<file path="src/common/phase_align_pkg.sv">
package phase_align_pkg;

	//////////////////////////////////////////////////////////////////////
	// Sizing

	// Captured words per measurement window
	localparam int MEASURE_CYCLES = 32;

	// Window counter width, counts 0 .. MEASURE_CYCLES-1
	localparam int MEAS_CNT_WIDTH = $clog2(MEASURE_CYCLES);

	// Stable steps since the last edge
	localparam int BUMP_WIDTH = 10;

	// Step-back counter holds at most half the bump count
	localparam int STEP_WIDTH = BUMP_WIDTH - 1;

	// Deserialized loopback word, four bits per fabric clock
	localparam int WORD_WIDTH = 4;

	//////////////////////////////////////////////////////////////////////
	// Encodings

	// Marker position seen in the loopback word
	// Anything that is not one-hot counts as unstable
	typedef enum logic [2:0] {
		MEAS_0001     = 3'd0,
		MEAS_0010     = 3'd1,
		MEAS_0100     = 3'd2,
		MEAS_1000     = 3'd3,
		MEAS_UNSTABLE = 3'd4
	} measurement_t;

	// Phase search FSM
	typedef enum logic [2:0] {
		IDLE       = 3'd0,
		MEASURE    = 3'd1,
		DECIDE     = 3'd2,
		SHIFT_WAIT = 3'd3,
		ALIGNED    = 3'd4
	} search_state_t;

	//////////////////////////////////////////////////////////////////////
	// Bundles

	// Result of one measurement window
	// valid is a single-cycle strobe
	typedef struct packed {
		logic         valid;
		measurement_t meas;
	} window_result_t;

	// MMCM phase shift request
	// inc only matters while en is high
	typedef struct packed {
		logic en;
		logic inc;
	} phase_shift_cmd_t;

endpackage

</file>
<file path="src/phase_align/word_stability_checker.sv">
`timescale 1ns/1ps

module word_stability_checker(
	input wire                                   clk_312p5mhz,
	input wire                                   serdes_rst,
	input wire [phase_align_pkg::WORD_WIDTH-1:0] loopback_word,
	input wire                                   measure_start,
	output phase_align_pkg::window_result_t      window_result
);

	//////////////////////////////////////////////////////////////////////
	// Capture and classify

	// Loopback word register
	logic [phase_align_pkg::WORD_WIDTH-1:0] word_q;

	// Current classification
	phase_align_pkg::measurement_t cur_meas;

	// Running window classification
	phase_align_pkg::measurement_t acc_meas;
	phase_align_pkg::measurement_t next_meas;

	// Window control
	logic                                       arm;
	logic                                       win_open;
	logic [phase_align_pkg::MEAS_CNT_WIDTH-1:0] win_cnt;
	logic                                       win_last;
	logic                                       result_valid;

	always_ff @(posedge clk_312p5mhz) begin
		word_q <= loopback_word;
	end

	// Exactly one marker bit means a clean sample
	always_comb begin
		case (word_q)
			4'b0001: cur_meas = phase_align_pkg::MEAS_0001;
			4'b0010: cur_meas = phase_align_pkg::MEAS_0010;
			4'b0100: cur_meas = phase_align_pkg::MEAS_0100;
			4'b1000: cur_meas = phase_align_pkg::MEAS_1000;
			default: cur_meas = phase_align_pkg::MEAS_UNSTABLE;
		endcase
	end

	//////////////////////////////////////////////////////////////////////
	// Window accumulation

	// First word seeds the window
	// Any later mismatch marks the whole window unstable
	always_comb begin
		if (win_cnt == '0)
			next_meas = cur_meas;
		else if (cur_meas != acc_meas)
			next_meas = phase_align_pkg::MEAS_UNSTABLE;
		else
			next_meas = acc_meas;
	end

	assign win_last = (win_cnt == phase_align_pkg::MEAS_CNT_WIDTH'(
		phase_align_pkg::MEASURE_CYCLES - 1));

	// Start is armed one cycle so the window opens on the
	// word registered after the start edge
	always_ff @(posedge clk_312p5mhz) begin
		if (serdes_rst) begin
			arm          <= 1'b0;
			win_open     <= 1'b0;
			win_cnt      <= '0;
			result_valid <= 1'b0;
		end
		else begin
			result_valid <= 1'b0;
			arm          <= measure_start;

			if (arm) begin
				win_open <= 1'b1;
				win_cnt  <= '0;
			end
			else if (win_open) begin
				win_cnt <= win_cnt + 1'b1;

				// Last word, report next cycle
				if (win_last) begin
					win_open     <= 1'b0;
					result_valid <= 1'b1;
				end
			end
		end
	end

	always_ff @(posedge clk_312p5mhz) begin
		if (win_open)
			acc_meas <= next_meas;
	end

	always_comb begin
		window_result.valid = result_valid;
		window_result.meas  = acc_meas;
	end

	//////////////////////////////////////////////////////////////////////
	// Checks

	// Search FSM must wait for the result before starting again
	a_no_start_in_window: assert property (@(posedge clk_312p5mhz)
		disable iff (serdes_rst)
		measure_start |-> !(arm || win_open));

endmodule

</file>
<file path="src/phase_align/phase_search_fsm.sv">
`timescale 1ns/1ps

module phase_search_fsm(
	input wire                                   clk_312p5mhz,
	input wire                                   serdes_rst,
	input wire phase_align_pkg::window_result_t  window_result,
	input wire                                   phase_shift_done,
	output logic                                 measure_start,
	output phase_align_pkg::phase_shift_cmd_t    phase_shift,
	output logic                                 done
);

	//////////////////////////////////////////////////////////////////////
	// State

	phase_align_pkg::search_state_t state;

	// Last window result, consumed in DECIDE
	phase_align_pkg::measurement_t result_q;

	// First unstable edge found since the search started
	logic first_edge;

	// At least one stable window since the last edge
	logic seen_stable;

	// Walking back toward the middle of the stable window
	logic stepping_back;

	// Stable steps since the last edge, plus one for the edge itself
	logic [phase_align_pkg::BUMP_WIDTH-1:0] bump_cnt;

	// Decrement shifts still to issue after the current one
	logic [phase_align_pkg::STEP_WIDTH-1:0] steps_left;

	// Decode of the latched result
	logic result_stable;
	logic second_edge;

	always_comb begin
		result_stable = (result_q != phase_align_pkg::MEAS_UNSTABLE);

		// Unstable again after some stable windows closes the eye
		second_edge = !result_stable && first_edge && seen_stable;
	end

	//////////////////////////////////////////////////////////////////////
	// Shift command

	// DECIDE is the one cycle that issues a shift
	// Searching moves forward, stepping back moves backward
	always_comb begin
		phase_shift.en  = (state == phase_align_pkg::DECIDE);
		phase_shift.inc = !stepping_back && !second_edge;
	end

	//////////////////////////////////////////////////////////////////////
	// Search FSM

	always_ff @(posedge clk_312p5mhz) begin
		if (serdes_rst) begin
			state         <= phase_align_pkg::IDLE;
			measure_start <= 1'b0;
			done          <= 1'b0;
			first_edge    <= 1'b0;
			seen_stable   <= 1'b0;
			stepping_back <= 1'b0;
			bump_cnt      <= '0;
			steps_left    <= '0;
		end
		else begin
			measure_start <= 1'b0;

			case (state)

				// Fresh search out of reset
				phase_align_pkg::IDLE: begin
					first_edge    <= 1'b0;
					seen_stable   <= 1'b0;
					stepping_back <= 1'b0;
					bump_cnt      <= '0;
					measure_start <= 1'b1;
					state         <= phase_align_pkg::MEASURE;
				end

				// Window running in the checker
				phase_align_pkg::MEASURE: begin
					if (window_result.valid)
						state <= phase_align_pkg::DECIDE;
				end

				// Apply the search rule, one shift goes out either way
				phase_align_pkg::DECIDE: begin
					state <= phase_align_pkg::SHIFT_WAIT;

					if (stepping_back)
						steps_left <= steps_left - 1'b1;

					// Stable, keep walking through the eye
					else if (result_stable) begin
						bump_cnt    <= bump_cnt + 1'b1;
						seen_stable <= 1'b1;
					end

					// Second edge, this shift is the first of floor(B/2)
					else if (second_edge) begin
						steps_left    <= bump_cnt[phase_align_pkg::BUMP_WIDTH-1:1] - 1'b1;
						stepping_back <= 1'b1;
					end

					// First edge, or more of it
					else begin
						first_edge  <= 1'b1;
						seen_stable <= 1'b0;
						bump_cnt    <= 1;
					end
				end

				// MMCM busy until phase_shift_done
				phase_align_pkg::SHIFT_WAIT: begin
					if (phase_shift_done) begin
						if (!stepping_back) begin
							measure_start <= 1'b1;
							state         <= phase_align_pkg::MEASURE;
						end
						else if (steps_left != '0)
							state <= phase_align_pkg::DECIDE;

						// Centered, start monitoring
						else begin
							done          <= 1'b1;
							measure_start <= 1'b1;
							state         <= phase_align_pkg::ALIGNED;
						end
					end
				end

				// Back-to-back windows while locked
				phase_align_pkg::ALIGNED: begin
					if (window_result.valid) begin
						if (window_result.meas == phase_align_pkg::MEAS_UNSTABLE) begin
							// Lost the eye, this result is a new first edge
							done          <= 1'b0;
							first_edge    <= 1'b0;
							seen_stable   <= 1'b0;
							stepping_back <= 1'b0;
							state         <= phase_align_pkg::DECIDE;
						end
						else
							measure_start <= 1'b1;
					end
				end

				default: state <= phase_align_pkg::IDLE;

			endcase
		end
	end

	// Result latch
	always_ff @(posedge clk_312p5mhz) begin
		if (window_result.valid &&
			(state == phase_align_pkg::MEASURE || state == phase_align_pkg::ALIGNED))
			result_q <= window_result.meas;
	end

	//////////////////////////////////////////////////////////////////////
	// Checks

	// Shift sent to the MMCM and not yet answered
	logic shift_pending;

	always_ff @(posedge clk_312p5mhz) begin
		if (serdes_rst)
			shift_pending <= 1'b0;
		else if (phase_shift.en)
			shift_pending <= 1'b1;
		else if (phase_shift_done)
			shift_pending <= 1'b0;
	end

	// One shift in flight, next en only after the MMCM answers
	a_shift_handshake: assert property (@(posedge clk_312p5mhz)
		disable iff (serdes_rst)
		phase_shift.en |-> !shift_pending);

	// Eye width must fit the bump counter
	a_bump_no_wrap: assert property (@(posedge clk_312p5mhz)
		disable iff (serdes_rst)
		(bump_cnt == '0) |-> ($past(bump_cnt) != '1));

	// Lock flag only while aligned
	a_done_only_aligned: assert property (@(posedge clk_312p5mhz)
		disable iff (serdes_rst)
		(state != phase_align_pkg::ALIGNED) |-> !done);

endmodule

</file>
<file path="src/oversampling_phase_align.sv">
`timescale 1ns/1ps

module oversampling_phase_align(
	input wire                                    clk_312p5mhz,
	input wire                                    serdes_rst,

	// Captured loopback word from the deserializer
	input wire [phase_align_pkg::WORD_WIDTH-1:0]  loopback_word,

	// MMCM dynamic phase shift port
	output wire phase_align_pkg::phase_shift_cmd_t phase_shift,
	input wire                                    phase_shift_done,

	// High while the fabric clock sits mid-eye
	output wire                                   done
);

	//////////////////////////////////////////////////////////////////////
	// Internal links

	// Window request from the search FSM
	wire measure_start;

	// Window verdict back from the checker
	wire phase_align_pkg::window_result_t window_result;

	//////////////////////////////////////////////////////////////////////
	// Loopback stability measurement

	word_stability_checker u_checker(
		.clk_312p5mhz  (clk_312p5mhz),
		.serdes_rst    (serdes_rst),
		.loopback_word (loopback_word),
		.measure_start (measure_start),
		.window_result (window_result)
	);

	//////////////////////////////////////////////////////////////////////
	// Edge search and step-back

	phase_search_fsm u_search(
		.clk_312p5mhz     (clk_312p5mhz),
		.serdes_rst       (serdes_rst),
		.window_result    (window_result),
		.phase_shift_done (phase_shift_done),
		.measure_start    (measure_start),
		.phase_shift      (phase_shift),
		.done             (done)
	);

endmodule

</file>
<file path="config.mk">
export PLATFORM = sky130hd
export DESIGN_NAME = oversampling_phase_align
export DESIGN_NICKNAME = d
export VERILOG_FILES = /design/src/common/phase_align_pkg.sv /design/src/phase_align/word_stability_checker.sv /design/src/phase_align/phase_search_fsm.sv /design/src/oversampling_phase_align.sv
export SDC_FILE = /design/constraint.sdc
export NUM_CORES = 1
export LEC_CHECK = 0
export ABC_AREA = 1
export BUFFER_PORTS_ARGS = -buffer_cell sky130_fd_sc_hd__clkbuf_2
export CAP_MARGIN = 40
export CORE_MARGIN = 8
export CORE_UTILIZATION = 55
export CTS_BUF_LIST = sky130_fd_sc_hd__clkbuf_4 sky130_fd_sc_hd__clkbuf_8
export DETAILED_ROUTE_END_ITERATION = 10
export PLACE_DENSITY = 0.73
export SLEW_MARGIN = 10
export SYNTH_ARGS = -nofsm -noshare
export SYNTH_HDL_FRONTEND = slang
export SYNTH_SLANG_ARGS = --single-unit
export TNS_END_PERCENT = 100
</file>
<file path="constraint.sdc">
create_clock -name clk_312p5mhz -period 1.9 [get_ports clk_312p5mhz]
set_clock_uncertainty 0.05 [all_clocks]
set_input_delay 0.38 -clock clk_312p5mhz [delete_from_list [all_inputs] [get_ports clk_312p5mhz]]
set_output_delay 0.38 -clock clk_312p5mhz [all_outputs]
set_load 0.005 [all_outputs]
</file>
==> results of run 1 <==
power groups by stage:
stage | combinational (mW) | sequential (mW) | clock (mW)
CTS | 0.702 | 1.13 | 0.748
finish | 0.704 | 1.13 | 0.724
floorplan | 0.539 | 1.13 | 0
global placement | 0.689 | 1.15 | 0
global route | 0.807 | 1.14 | 0.778
detailed placement | 0.698 | 1.15 | 0
area by class of cell:
cell class,count,area [um2]
timing repair buffer,13,75.1
fill,402,1690
inverter,60,225
tap,52,65.1
sequential,45,961
clock inverter,3,46.3
multi-input combinational,252,1200
clock buffer,5,68.8
metal layers:
metal  vias up  wire [um]  global-route usage (%)
met5         -          0                       0
li1       1181          -                       -
met1       962       2310                    18.0
met3         6        203                    3.90
met2        36       2360                    28.9
met4         0         44                    5.17
critical path, delay by kind of cell, from the launching register on:
family,cells,cell delay (ns)
buffers and inverters,3,0.32
flip-flops,1,0.48
AND/OR/NAND/NOR,1,0.15
through the flow:
step | setup slack [ns] | util (%) | hold WS, ns
after floorplan | 0.360 | - | 0.338
after global placement | 0.349 | 58.4 | 0.344
after detailed placement | 0.318 | 58.4 | 0.349
after CTS | 0.223 | 61.0 | 0.120
after global routing | 0.109 | 61.0 | 0.110
final | 0.228 | 61.0 | 0.128
placed cells by master (no fill, tap or decap), types with 4 or more instances in the layout:
master,instances
dfxtp_1,39
nand3_1,32
nand4_1,7
nor2_1,42
buf_4,4
nor3_1,7
nand2_1,89
edfxtp_1,6
clkbuf_2,9
o21ai_0,21
clkbuf_8,5
ha_1,5
a21oi_1,33
inv_1,57
worst paths after layout:
kind	startpoint	cells past startpoint	end	slack (ns)
hold / removal	loopback_word[0]	1	u_checker.word_q[0]$_DFF_P_	0.13
hold reg to reg	u_search.measure_start$_SDFF_PP0_	2	u_checker.arm$_SDFF_PP0_	0.36
setup / recovery	u_search.stepping_back$_SDFFE_PP0P_	4	phase_shift[0]	0.23
setup reg to reg	u_checker.win_cnt[0]$_SDFFE_PP0P_	8	u_checker.acc_meas[0]$_SDFFCE_PP0P_	0.28
sequential cells by signal, indices dropped and copies added, names as in the netlist, 3 cells and up:
register and cells:
u_search.steps_left 9, u_search.state 3, u_checker.win_cnt 5, u_search.bump_cnt 10
u_checker.acc_meas 3, u_checker.word_q 4, u_search.result_q 3
cells by family after synthesis:
kind of cell             after synthesis  share of synthesized area (%)
AO/OA/AOI/OAI                         57                           11.9
XOR/XNOR                               2                          0.720
adder cells (fa/ha/maj)                5                           2.57
buffers and inverters                 67                           11.4
flip-flops                            45                           39.5
AND/OR/NAND/NOR                      188                           34.0
==> summary.txt, run 1 <==
Outcome
  – Status: finished, final reports clean

Synthesis
  – Synth Flop Type: dfxtp_1
  – Netlist cell types: 26
  – Synth Area per Inst: ~6.7 um2
  – Asr flop ratio synth: 0%
  – Syn_nets: around 380
  – Post-Syn Instances: approximately 360
  – Number of synthesized flops with an enable pin: 6
  – Top cell type by total area after synthesis: dfxtp_1
  – Synth Cell Area: approximately 0.0024 mm2
  – Top cells by area, synth: dfxtp_1 32%, nand2_1 14%, inv_1 8.8%
  – Most common cell in the synthesized netlist: nand2_1
  – Top-area cell type share of the netlist area: 32.1%
  – Synth top cells by count: 89 x nand2_1, 57 x inv_1, 42 x nor2_1
  – Yosys warns: 0
  – Register bit count reported by yosys: 45
  – Seq/Total Area, Yosys: roughly two fifths

Clock tree
  – Setup Buffers After CTS: 0
  – Num CTS Buffers: 5
  – Clock sink count: 45
  – CTS Hold Buffers Added: 0
  – Cts repair resizes: 0
  – Later-pin clock latency in the skew report: 0.30 ns
  – Clock tree from TritonCTS: yes
  – Root buffer cell: clkbuf_8
  – Clock Pin Slew Worst Setup and Hold Paths: roughly 0.080 ns
  – Clock Path Buffers: 2
  – Htree depth: 2

Layout
  – Layout cells sized above 1: under 10%
  – Final #Nets: 389
  – Post-route cell area: 0.00264 mm2
  – Post-Layout Cell Count: between 400 and 500
  – # diodes: 0
  – P&R area growth vs syn: 8.38%

Critical path
  – Setup crit start kind: flip-flop
  – Slowest cell on the critical path: dfxtp_1
  – Crit-path max FO: 9
  – CP Capture Type: output pin
  – Critical path's largest stage delay: between 0.4 and 0.5 ns
  – Critical Path RT: about 1.5 ns
  – Crit-path cells: inv_2 -> nand2_1 -> inv_1 -> clkbuf_2
  – Setup CP Type: flip-flop to output pin
  – Crit path arrival time: around 1.2 ns

Route
  – Vias: 2185
  – Drt wl/cell: ~11 um
  – Drt drc: 0
  – Final WL: about 4900 um
  – DR vias/cell: 5.08
  – ANT nets after route: 0
  – Drt initial violations: 121
  – Pre-antenna DRT Iters: 4

Pwr
  – Maximum VDD drop: about 600 uV
  – Pwr Total: between 2 and 3 mW
  – Net switching power: between 800 and 900 uW
  – Cell area power density: 970 mW/mm2
  – Comb pwr share: between 20% and 30%
  – Clock Power Share: between 20 and 30%
  – Switching Share: around a third
  – Flop pwr share: 44.2%
  – Pint: around 1.7 mW
  – Leak pwr: 1.24 nW

Timing
  – Fin. max-slew vios: 0
  – Hold Violations, Final: 0
  – Final Setup Violations: 0
  – RSZ-0062 raised after global routing: no
  – Fin crit share: 88.0%
  – Max_slew headroom: between 70% and 80%
  – Post-route setup TNS: 0 ns
  – Maximum clock frequency: roughly 600 MHz
  – Slew at the pin closest to its max-slew limit: about 0.35 ns
  – Crit path time final: around 1.7 ns

Floorplan
  – Core Footprint: ~0.0043 mm2
  – # IOs: 10
  – Rows: 24
  – Initial Utilization: 56.3%
  – Die width: a little over 80 um
  – DIE HEIGHT: just over 80 um
  – Die area: a little under 0.007 mm2

Global route
  – Largest net degree at the start of global routing: 17
  – Gr usage total: roughly 16%
  – Antenna violations before repair: 0
  – GRT Residual Overflow: 0
  – Vias in the first global route: 2030
  – First-pass GRT wire length: between 8000 and 9000 um

Placed design
  – Placer Congestion: around 0.84
  – IO buf count: 9
  – Placed Area: approximately 0.0025 mm2
  – DPL Wire Length: between 3000 and 4000 um
  – DP Cell Count: 422

Worst hold path
  – Worst hold-check path type: input pin to flip-flop

Flow run
  – Max_cap viols: 0
(Power assumes the default switching activity.)
==> inputs of run 2 (changes only) <==
- ABC_AREA: 1 -> 0
==> run 2 against run 1 <==
  * The flow now finishes with violations (negative setup slack)
  * Global-route usage increased by 1.1 points
  * Register-to-register slack got worse by 0.29 ns
  * Sequential share of layout area decreased by 4.4 points
  * First-iteration DRC count increased by 130%
==> summary.txt, run 2 <==
Floorplan
  – Initial Utilization: slightly below 60%
  – # IOs: 10
  – Die area: 0.00708 mm2
  – DIE HEIGHT: 84.1 um
  – Die width: around 84 um
  – Core Footprint: between 0.004 and 0.005 mm2
  – Rows: 24

Clock tree
  – Clock Path Buffers: 2
  – Later-pin clock latency in the skew report: 0.30 ns
  – Clock tree from TritonCTS: yes
  – Clock sink count: 45
  – Setup Buffers After CTS: 0
  – Clock Pin Slew Worst Setup and Hold Paths: 0.09 ns
  – Htree depth: 2
  – Num CTS Buffers: 5
  – Root buffer cell: clkbuf_8

Pwr
  – Leak pwr: approximately 1.1 nW
  – Cell area power density: about 630 mW/mm2
  – Maximum VDD drop: 529 uV

Route
  – ANT nets after route: 0
  – DR vias/cell: between 6 and 7
  – Vias: 2460
  – Pre-antenna DRT Iters: 5
  – Drt drc: 0
  – Drt initial violations: between 200 and 300
  – Final WL: roughly 6300 um
  – Drt wl/cell: ~16 um

Synthesis
  – Seq/Total Area, Yosys: 37.6%
  – Yosys warns: 0
  – Top-area cell type share of the netlist area: between 30% and 40%
  – Most common cell in the synthesized netlist: dfxtp_1
  – Post-Syn Instances: 307
  – Top cell type by total area after synthesis: dfxtp_1
  – Synth top cells by count: 39 x dfxtp_1, 31 x nor2_1, 26 x a21oi_1
  – Synth Area per Inst: just over 8 um2
  – Number of synthesized flops with an enable pin: 6
  – Register bit count reported by yosys: 45
  – Synth Flop Type: dfxtp_1
  – Synth Cell Area: 0.00255 mm2
  – Netlist cell types: 61
  – Top cells by area, synth: dfxtp_1 31%, edfxtp_1 7.1%, a21oi_1 5.1%
  – Asr flop ratio synth: 0%
  – Syn_nets: 319

Timing
  – Crit path time final: approximately 1.9 ns
  – Fin worst setup slack: -0.0113 ns
  – RSZ-0062 raised after global routing: yes
  – Hold slack final: 0.122 ns
  – Slew at the pin closest to its max-slew limit: between 0.4 and 0.5 ns
  – Maximum clock frequency: about 520 MHz
  – Fin crit share: 101%
  – Hold Violations, Final: 0
  – Final Setup Violations: 1
  – Fin. max-slew vios: 0
  – Max_slew headroom: between 60% and 70%

Placed design
  – Placer Congestion: ~0.95
  – DPL Wire Length: around 4500 um
  – IO buf count: 9

Critical path
  – CP Capture Type: flip-flop
  – Setup crit start kind: flip-flop
  – Family with the most delay on the worst path: compound AO/OA/AOI/OAI gates
  – Crit-path max FO: 6
  – Crit-path cells: or4_1 -> o31ai_1 -> a31oi_1 -> a32o_1
  – Setup CP Type: flip-flop to flip-flop
  – Critical Path RT: slightly above 2 ns
  – Critical path's largest stage delay: a little under 0.6 ns
  – Crit path buf inv count: 0
  – Crit path arrival time: between 2 and 2.5 ns
  – Slowest cell on the critical path: or4_1

Flow run
  – Max_cap viols: 0

Global route
  – Antenna violations before repair: 0
  – GRT Residual Overflow: 0
  – Gr usage total: 17.1%
  – Vias in the first global route: around 2300
  – First-pass GRT wire length: approximately 10000 um
  – Largest net degree at the start of global routing: 21

Layout
  – # diodes: 0
  – Biggest regs: u_search.bump_cnt: 10 flops, u_search.steps_left: 9 flops, u_checker.win_cnt: 5 flops
  – Max reg flops: 10
  – Fillers: 370
  – Layout cells sized above 1: between 20% and 30%
  – Final core occ: between 60% and 70%
  – Top reg by flops: u_search.bump_cnt
  – Commonest non-fill, non-tap cell in the layout: dfxtp_1
  – Commonest non-fill, non-tap cells in the layout: 36 x dfxtp_1, 33 x buf_4, 31 x nor2_1
  – Final #Nets: approximately 350
  – P&R area growth vs syn: 18.1%

Outcome
  – Status: complete, but fails checks
  – Failing checks: negative setup slack

Worst hold path
  – Worst hold-check path type: input pin to flip-flop
-- run 2: worst register-to-register path: cells and delay by family, from the launching register on --
family	cells	cell delay [ns]
compound gates	3	0.80
flops	1	0.37
simple gates	1	0.58
-- run 2: routing by layer --
metal	track usage, %	wire length, um	up-vias
met5	0	0	-
met4	7.22	178	0
met3	2.61	307	22
met2	29.2	3040	86
met1	20.7	2790	1151
li1	-	-	1201
-- run 2: worst paths after layout --
kind | slack, ns | start | to | cells past startpoint
setup / recovery | -0.01 | u_search.steps_left[6]$_SDFFE_PP0P_ | u_search.state[1]$_SDFFE_PP0P_ | 4
hold / removal | 0.12 | loopback_word[1] | u_checker.word_q[1]$_DFF_P_ | 1
setup reg to reg | -0.01 | u_search.steps_left[6]$_SDFFE_PP0P_ | u_search.state[1]$_SDFFE_PP0P_ | 4
hold reg to reg | 0.41 | u_search.measure_start$_SDFF_PP0_ | u_checker.arm$_SDFF_PP0_ | 1
-- run 2: logic make-up (layout without fill, tap and decap cells) --
family                     after synthesis  in the layout  synth area share [%]
and+or+nand+nor                        124            125                  26.7
AOI/OAI and AO/OA                       86             86                  21.9
DFF                                     45             45                  37.6
buffers and inverters                   29             59                  4.75
xor gates and xnor gates                10             10                  3.43
muxes                                    8              8                  3.18
adders and majority gates                5              5                  2.45
-- run 2: power breakdown --
part           switching (mW)  internal [mW]  total [mW]
sequential             0.0250          0.986        1.01
clock                   0.352          0.401       0.753
combinational          0.0735         0.0612       0.135
-- run 2: area by class of cell --
type / count / area, um2 / share of cell area (%)
Sequential cell: 45 / 965 / 32.0
Inverter: 8 / 32.5 / 1.08
Multi-Input combinational cell: 234 / 1530 / 50.6
Clock buffer: 5 / 68.8 / 2.28
Timing Repair Buffer: 43 / 310 / 10.3
Tap cell: 52 / 65.1 / 2.16
Clock inverter: 3 / 48.8 / 1.62
-- run 2: what timing repair did --
action,CTS,global route
endpoints found under the setup margin,7,11
cloned,0,1
hold buffers,0,0
gates resized for setup,5,10
pin swaps,0,4
-- run 2: metrics by stage --
step | area, um2 | setup TNS (ns) | power (mW) | cells | setup WS [ns]
3_5_place_dp | 2830 | -0.0515 | 1.16 | 381 | -0.0341
2_1_floorplan | 2570 | 0 | 1.12 | 307 | 0.0107
5_1_grt | 3020 | -0.211 | 1.96 | 390 | -0.0636
4_1_cts | 2970 | 0 | 1.90 | 389 | 0.0269
6_report | 3020 | -0.0113 | 1.90 | 390 | -0.0113
3_3_place_gp | 2830 | 0 | 1.16 | 381 | 0.0137
==> inputs of run 3 (changes only) <==
- MAX_ROUTING_LAYER: default -> met4
- SKIP_LAST_GASP: default -> 1
==> run 3 against run 2 <==
  * The flow now finishes without violations
  * Flip-flop and latch count unchanged
  * Register-to-register slack improved by 0.02 ns
  * Fmax up 1.3%
  * Hold slack got worse by 0.0076 ns
  * Final cell count grew 1.3%
  * Sequential share of layout area down 0.33 points
  * Global-route usage up 0.69 points
  * Power is 4.5% lower
  * First-iteration DRC count grew 18%
  * Setup slack improved by 0.025 ns
  * Critical path type unchanged
==> summary.txt, run 3 (synthesis results as in run 2) <==
Critical path
  – CP startpoint: u_search.steps_left[0]$_SDFFE_PP0P_
  – Crit path arrival time: approximately 2 ns
  – Critical path's largest stage delay: around 0.55 ns
  – CP Capture Type: flip-flop
  – Crit-path cells: or4_4 -> or2_4 -> nor3_4 -> a31oi_1 -> a311oi_1
  – Crit path buf inv count: 0
  – Slowest cell on the critical path: or4_4
  – Critical Path RT: around 2 ns
  – Setup crit start kind: flip-flop
  – Setup CP Type: flip-flop to flip-flop
  – Worst R2R Start: u_search.steps_left[0]$_SDFFE_PP0P_
  – Crit-path max FO: 3
  – Family with the most delay on the worst path: simple AND/OR/NAND/NOR gates

Flow run
  – Max_cap viols: 0

Timing
  – RSZ-0062 raised after global routing: yes
  – Slew at the pin closest to its max-slew limit: 0.447 ns
  – Fin crit share: about 99%
  – Fin worst setup slack: ~0.013 ns
  – Final Setup Violations: 0
  – Hold slack final: 0.115 ns
  – Fin. max-slew vios: 0
  – Post-route setup TNS: 0 ns
  – Maximum clock frequency: around 530 MHz
  – Hold Violations, Final: 0
  – Crit path time final: 1.89 ns
  – Max_slew headroom: approximately 70%

Clock tree
  – Htree depth: 2
  – Later-pin clock latency in the skew report: 0.31 ns
  – Clock Pin Slew Worst Setup and Hold Paths: 0.10 ns
  – Clock tree from TritonCTS: yes
  – Clock sink count: 45
  – CTS Hold Buffers Added: 0
  – Root buffer cell: clkbuf_8
  – Clock Path Buffers: 2
  – Num CTS Buffers: 5

Placed design
  – DPL Wire Length: 4560 um
  – IO buf count: 9
  – Post-place setup slack: -0.0715 ns
  – Placer Congestion: ~0.93
  – Placed Area: 0.00286 mm2
  – DP Cell Count: around 380

Route
  – Pre-antenna DRT Iters: 5
  – Drt initial violations: 329
  – Vias: between 2000 and 3000
  – Drt wl/cell: approximately 16 um
  – Final WL: around 6500 um
  – DR vias/cell: 6.33
  – Drt drc: 0
  – ANT nets after route: 0

Layout
  – # diodes: 0
  – Commonest non-fill, non-tap cell in the layout: buf_4
  – Layout cells sized above 1: between 20% and 30%
  – Max reg flops: 10
  – Final #Nets: 354
  – P&R area growth vs syn: 19.4%
  – FF/Latch Area: roughly 960 um2
  – Multi-input gate area: around 0.0015 mm2
  – Top reg by flops: u_search.bump_cnt
  – Fillers: 355
  – Post-route cell area: just over 0.003 mm2
  – Commonest non-fill, non-tap cells in the layout: 37 x buf_4, 36 x dfxtp_1, 31 x nor2_1
  – Biggest regs: u_search.bump_cnt: 10 flops, u_search.steps_left: 9 flops, u_checker.win_cnt: 5 flops
  – Final core occ: just under 70%
  – Post-Layout Cell Count: slightly below 400

Pwr
  – Cell area power density: 595 mW/mm2
  – Leak pwr: approximately 1.1 nW
  – Maximum VDD drop: ~460 uV
  – Pwr Total: 1.81 mW

Floorplan
  – Die area: around 0.0071 mm2
  – Initial Utilization: about 58%
  – Rows: 24
  – # IOs: 10
  – Die width: between 80 and 90 um
  – DIE HEIGHT: 84.1 um
  – Core Footprint: 0.00441 mm2

Global route
  – First-pass GRT wire length: 10400 um
  – Gr usage total: 17.8%
  – Vias in the first global route: 2241
  – Largest net degree at the start of global routing: 20
  – Antenna violations before repair: 0
  – GRT Residual Overflow: 0

Worst hold path
  – Worst hold-check path type: input pin to flip-flop
  – Hold path start: loopback_word[2]

Outcome
  – Status: finished, final reports clean
run 3: cell types whose count changed in the layout (fill, tap and decap cells not counted), sizes merged:
cell / before / now
buf: 35 / 39
bufinv: 1 / 0
clkinvlp: 1 / 0
clkbuf: 13 / 14
inv: 9 / 11
run 3: path summary, 6_finish.rpt:
check | end | slack, ns | cells past startpoint
max reg2reg | u_search.state[2]$_SDFFE_PP0P_ | 0.01 | 5
min | u_checker.word_q[2]$_DFF_P_ | 0.11 | 1
max | u_search.state[2]$_SDFFE_PP0P_ | 0.01 | 5
min reg2reg | u_checker.arm$_SDFF_PP0_ | 0.41 | 1
run 3: timing repair:
item / CTS / global route
pin swaps: 0 / 9
gates cloned: 0 / 1
resized for setup: 4 / 14
buffers inserted: 0 / 3
hold endpoints to repair: 0 / 0
setup endpoints to repair: 7 / 11
run 3: report_power, final:
part / internal, mW / switching, mW
Combinational: 0.0642 / 0.0782
Sequential: 0.986 / 0.0240
Clock: 0.278 / 0.384
run 3: metal layers:
layer  GRT usage (%)  wire [um]
met5               -          0
met4            6.12        130
met3            2.42        329
met2            30.2       3270
met1            21.0       2740
run 3: layout make-up:
type	count	share of cell area [%]
inverters	8	1.07
well taps	52	2.13
flip-flops and latches	45	31.7
clock inverters	3	0.944
repair buffers	48	11.6
clock buffers	5	2.26
multi-input cells	234	50.3
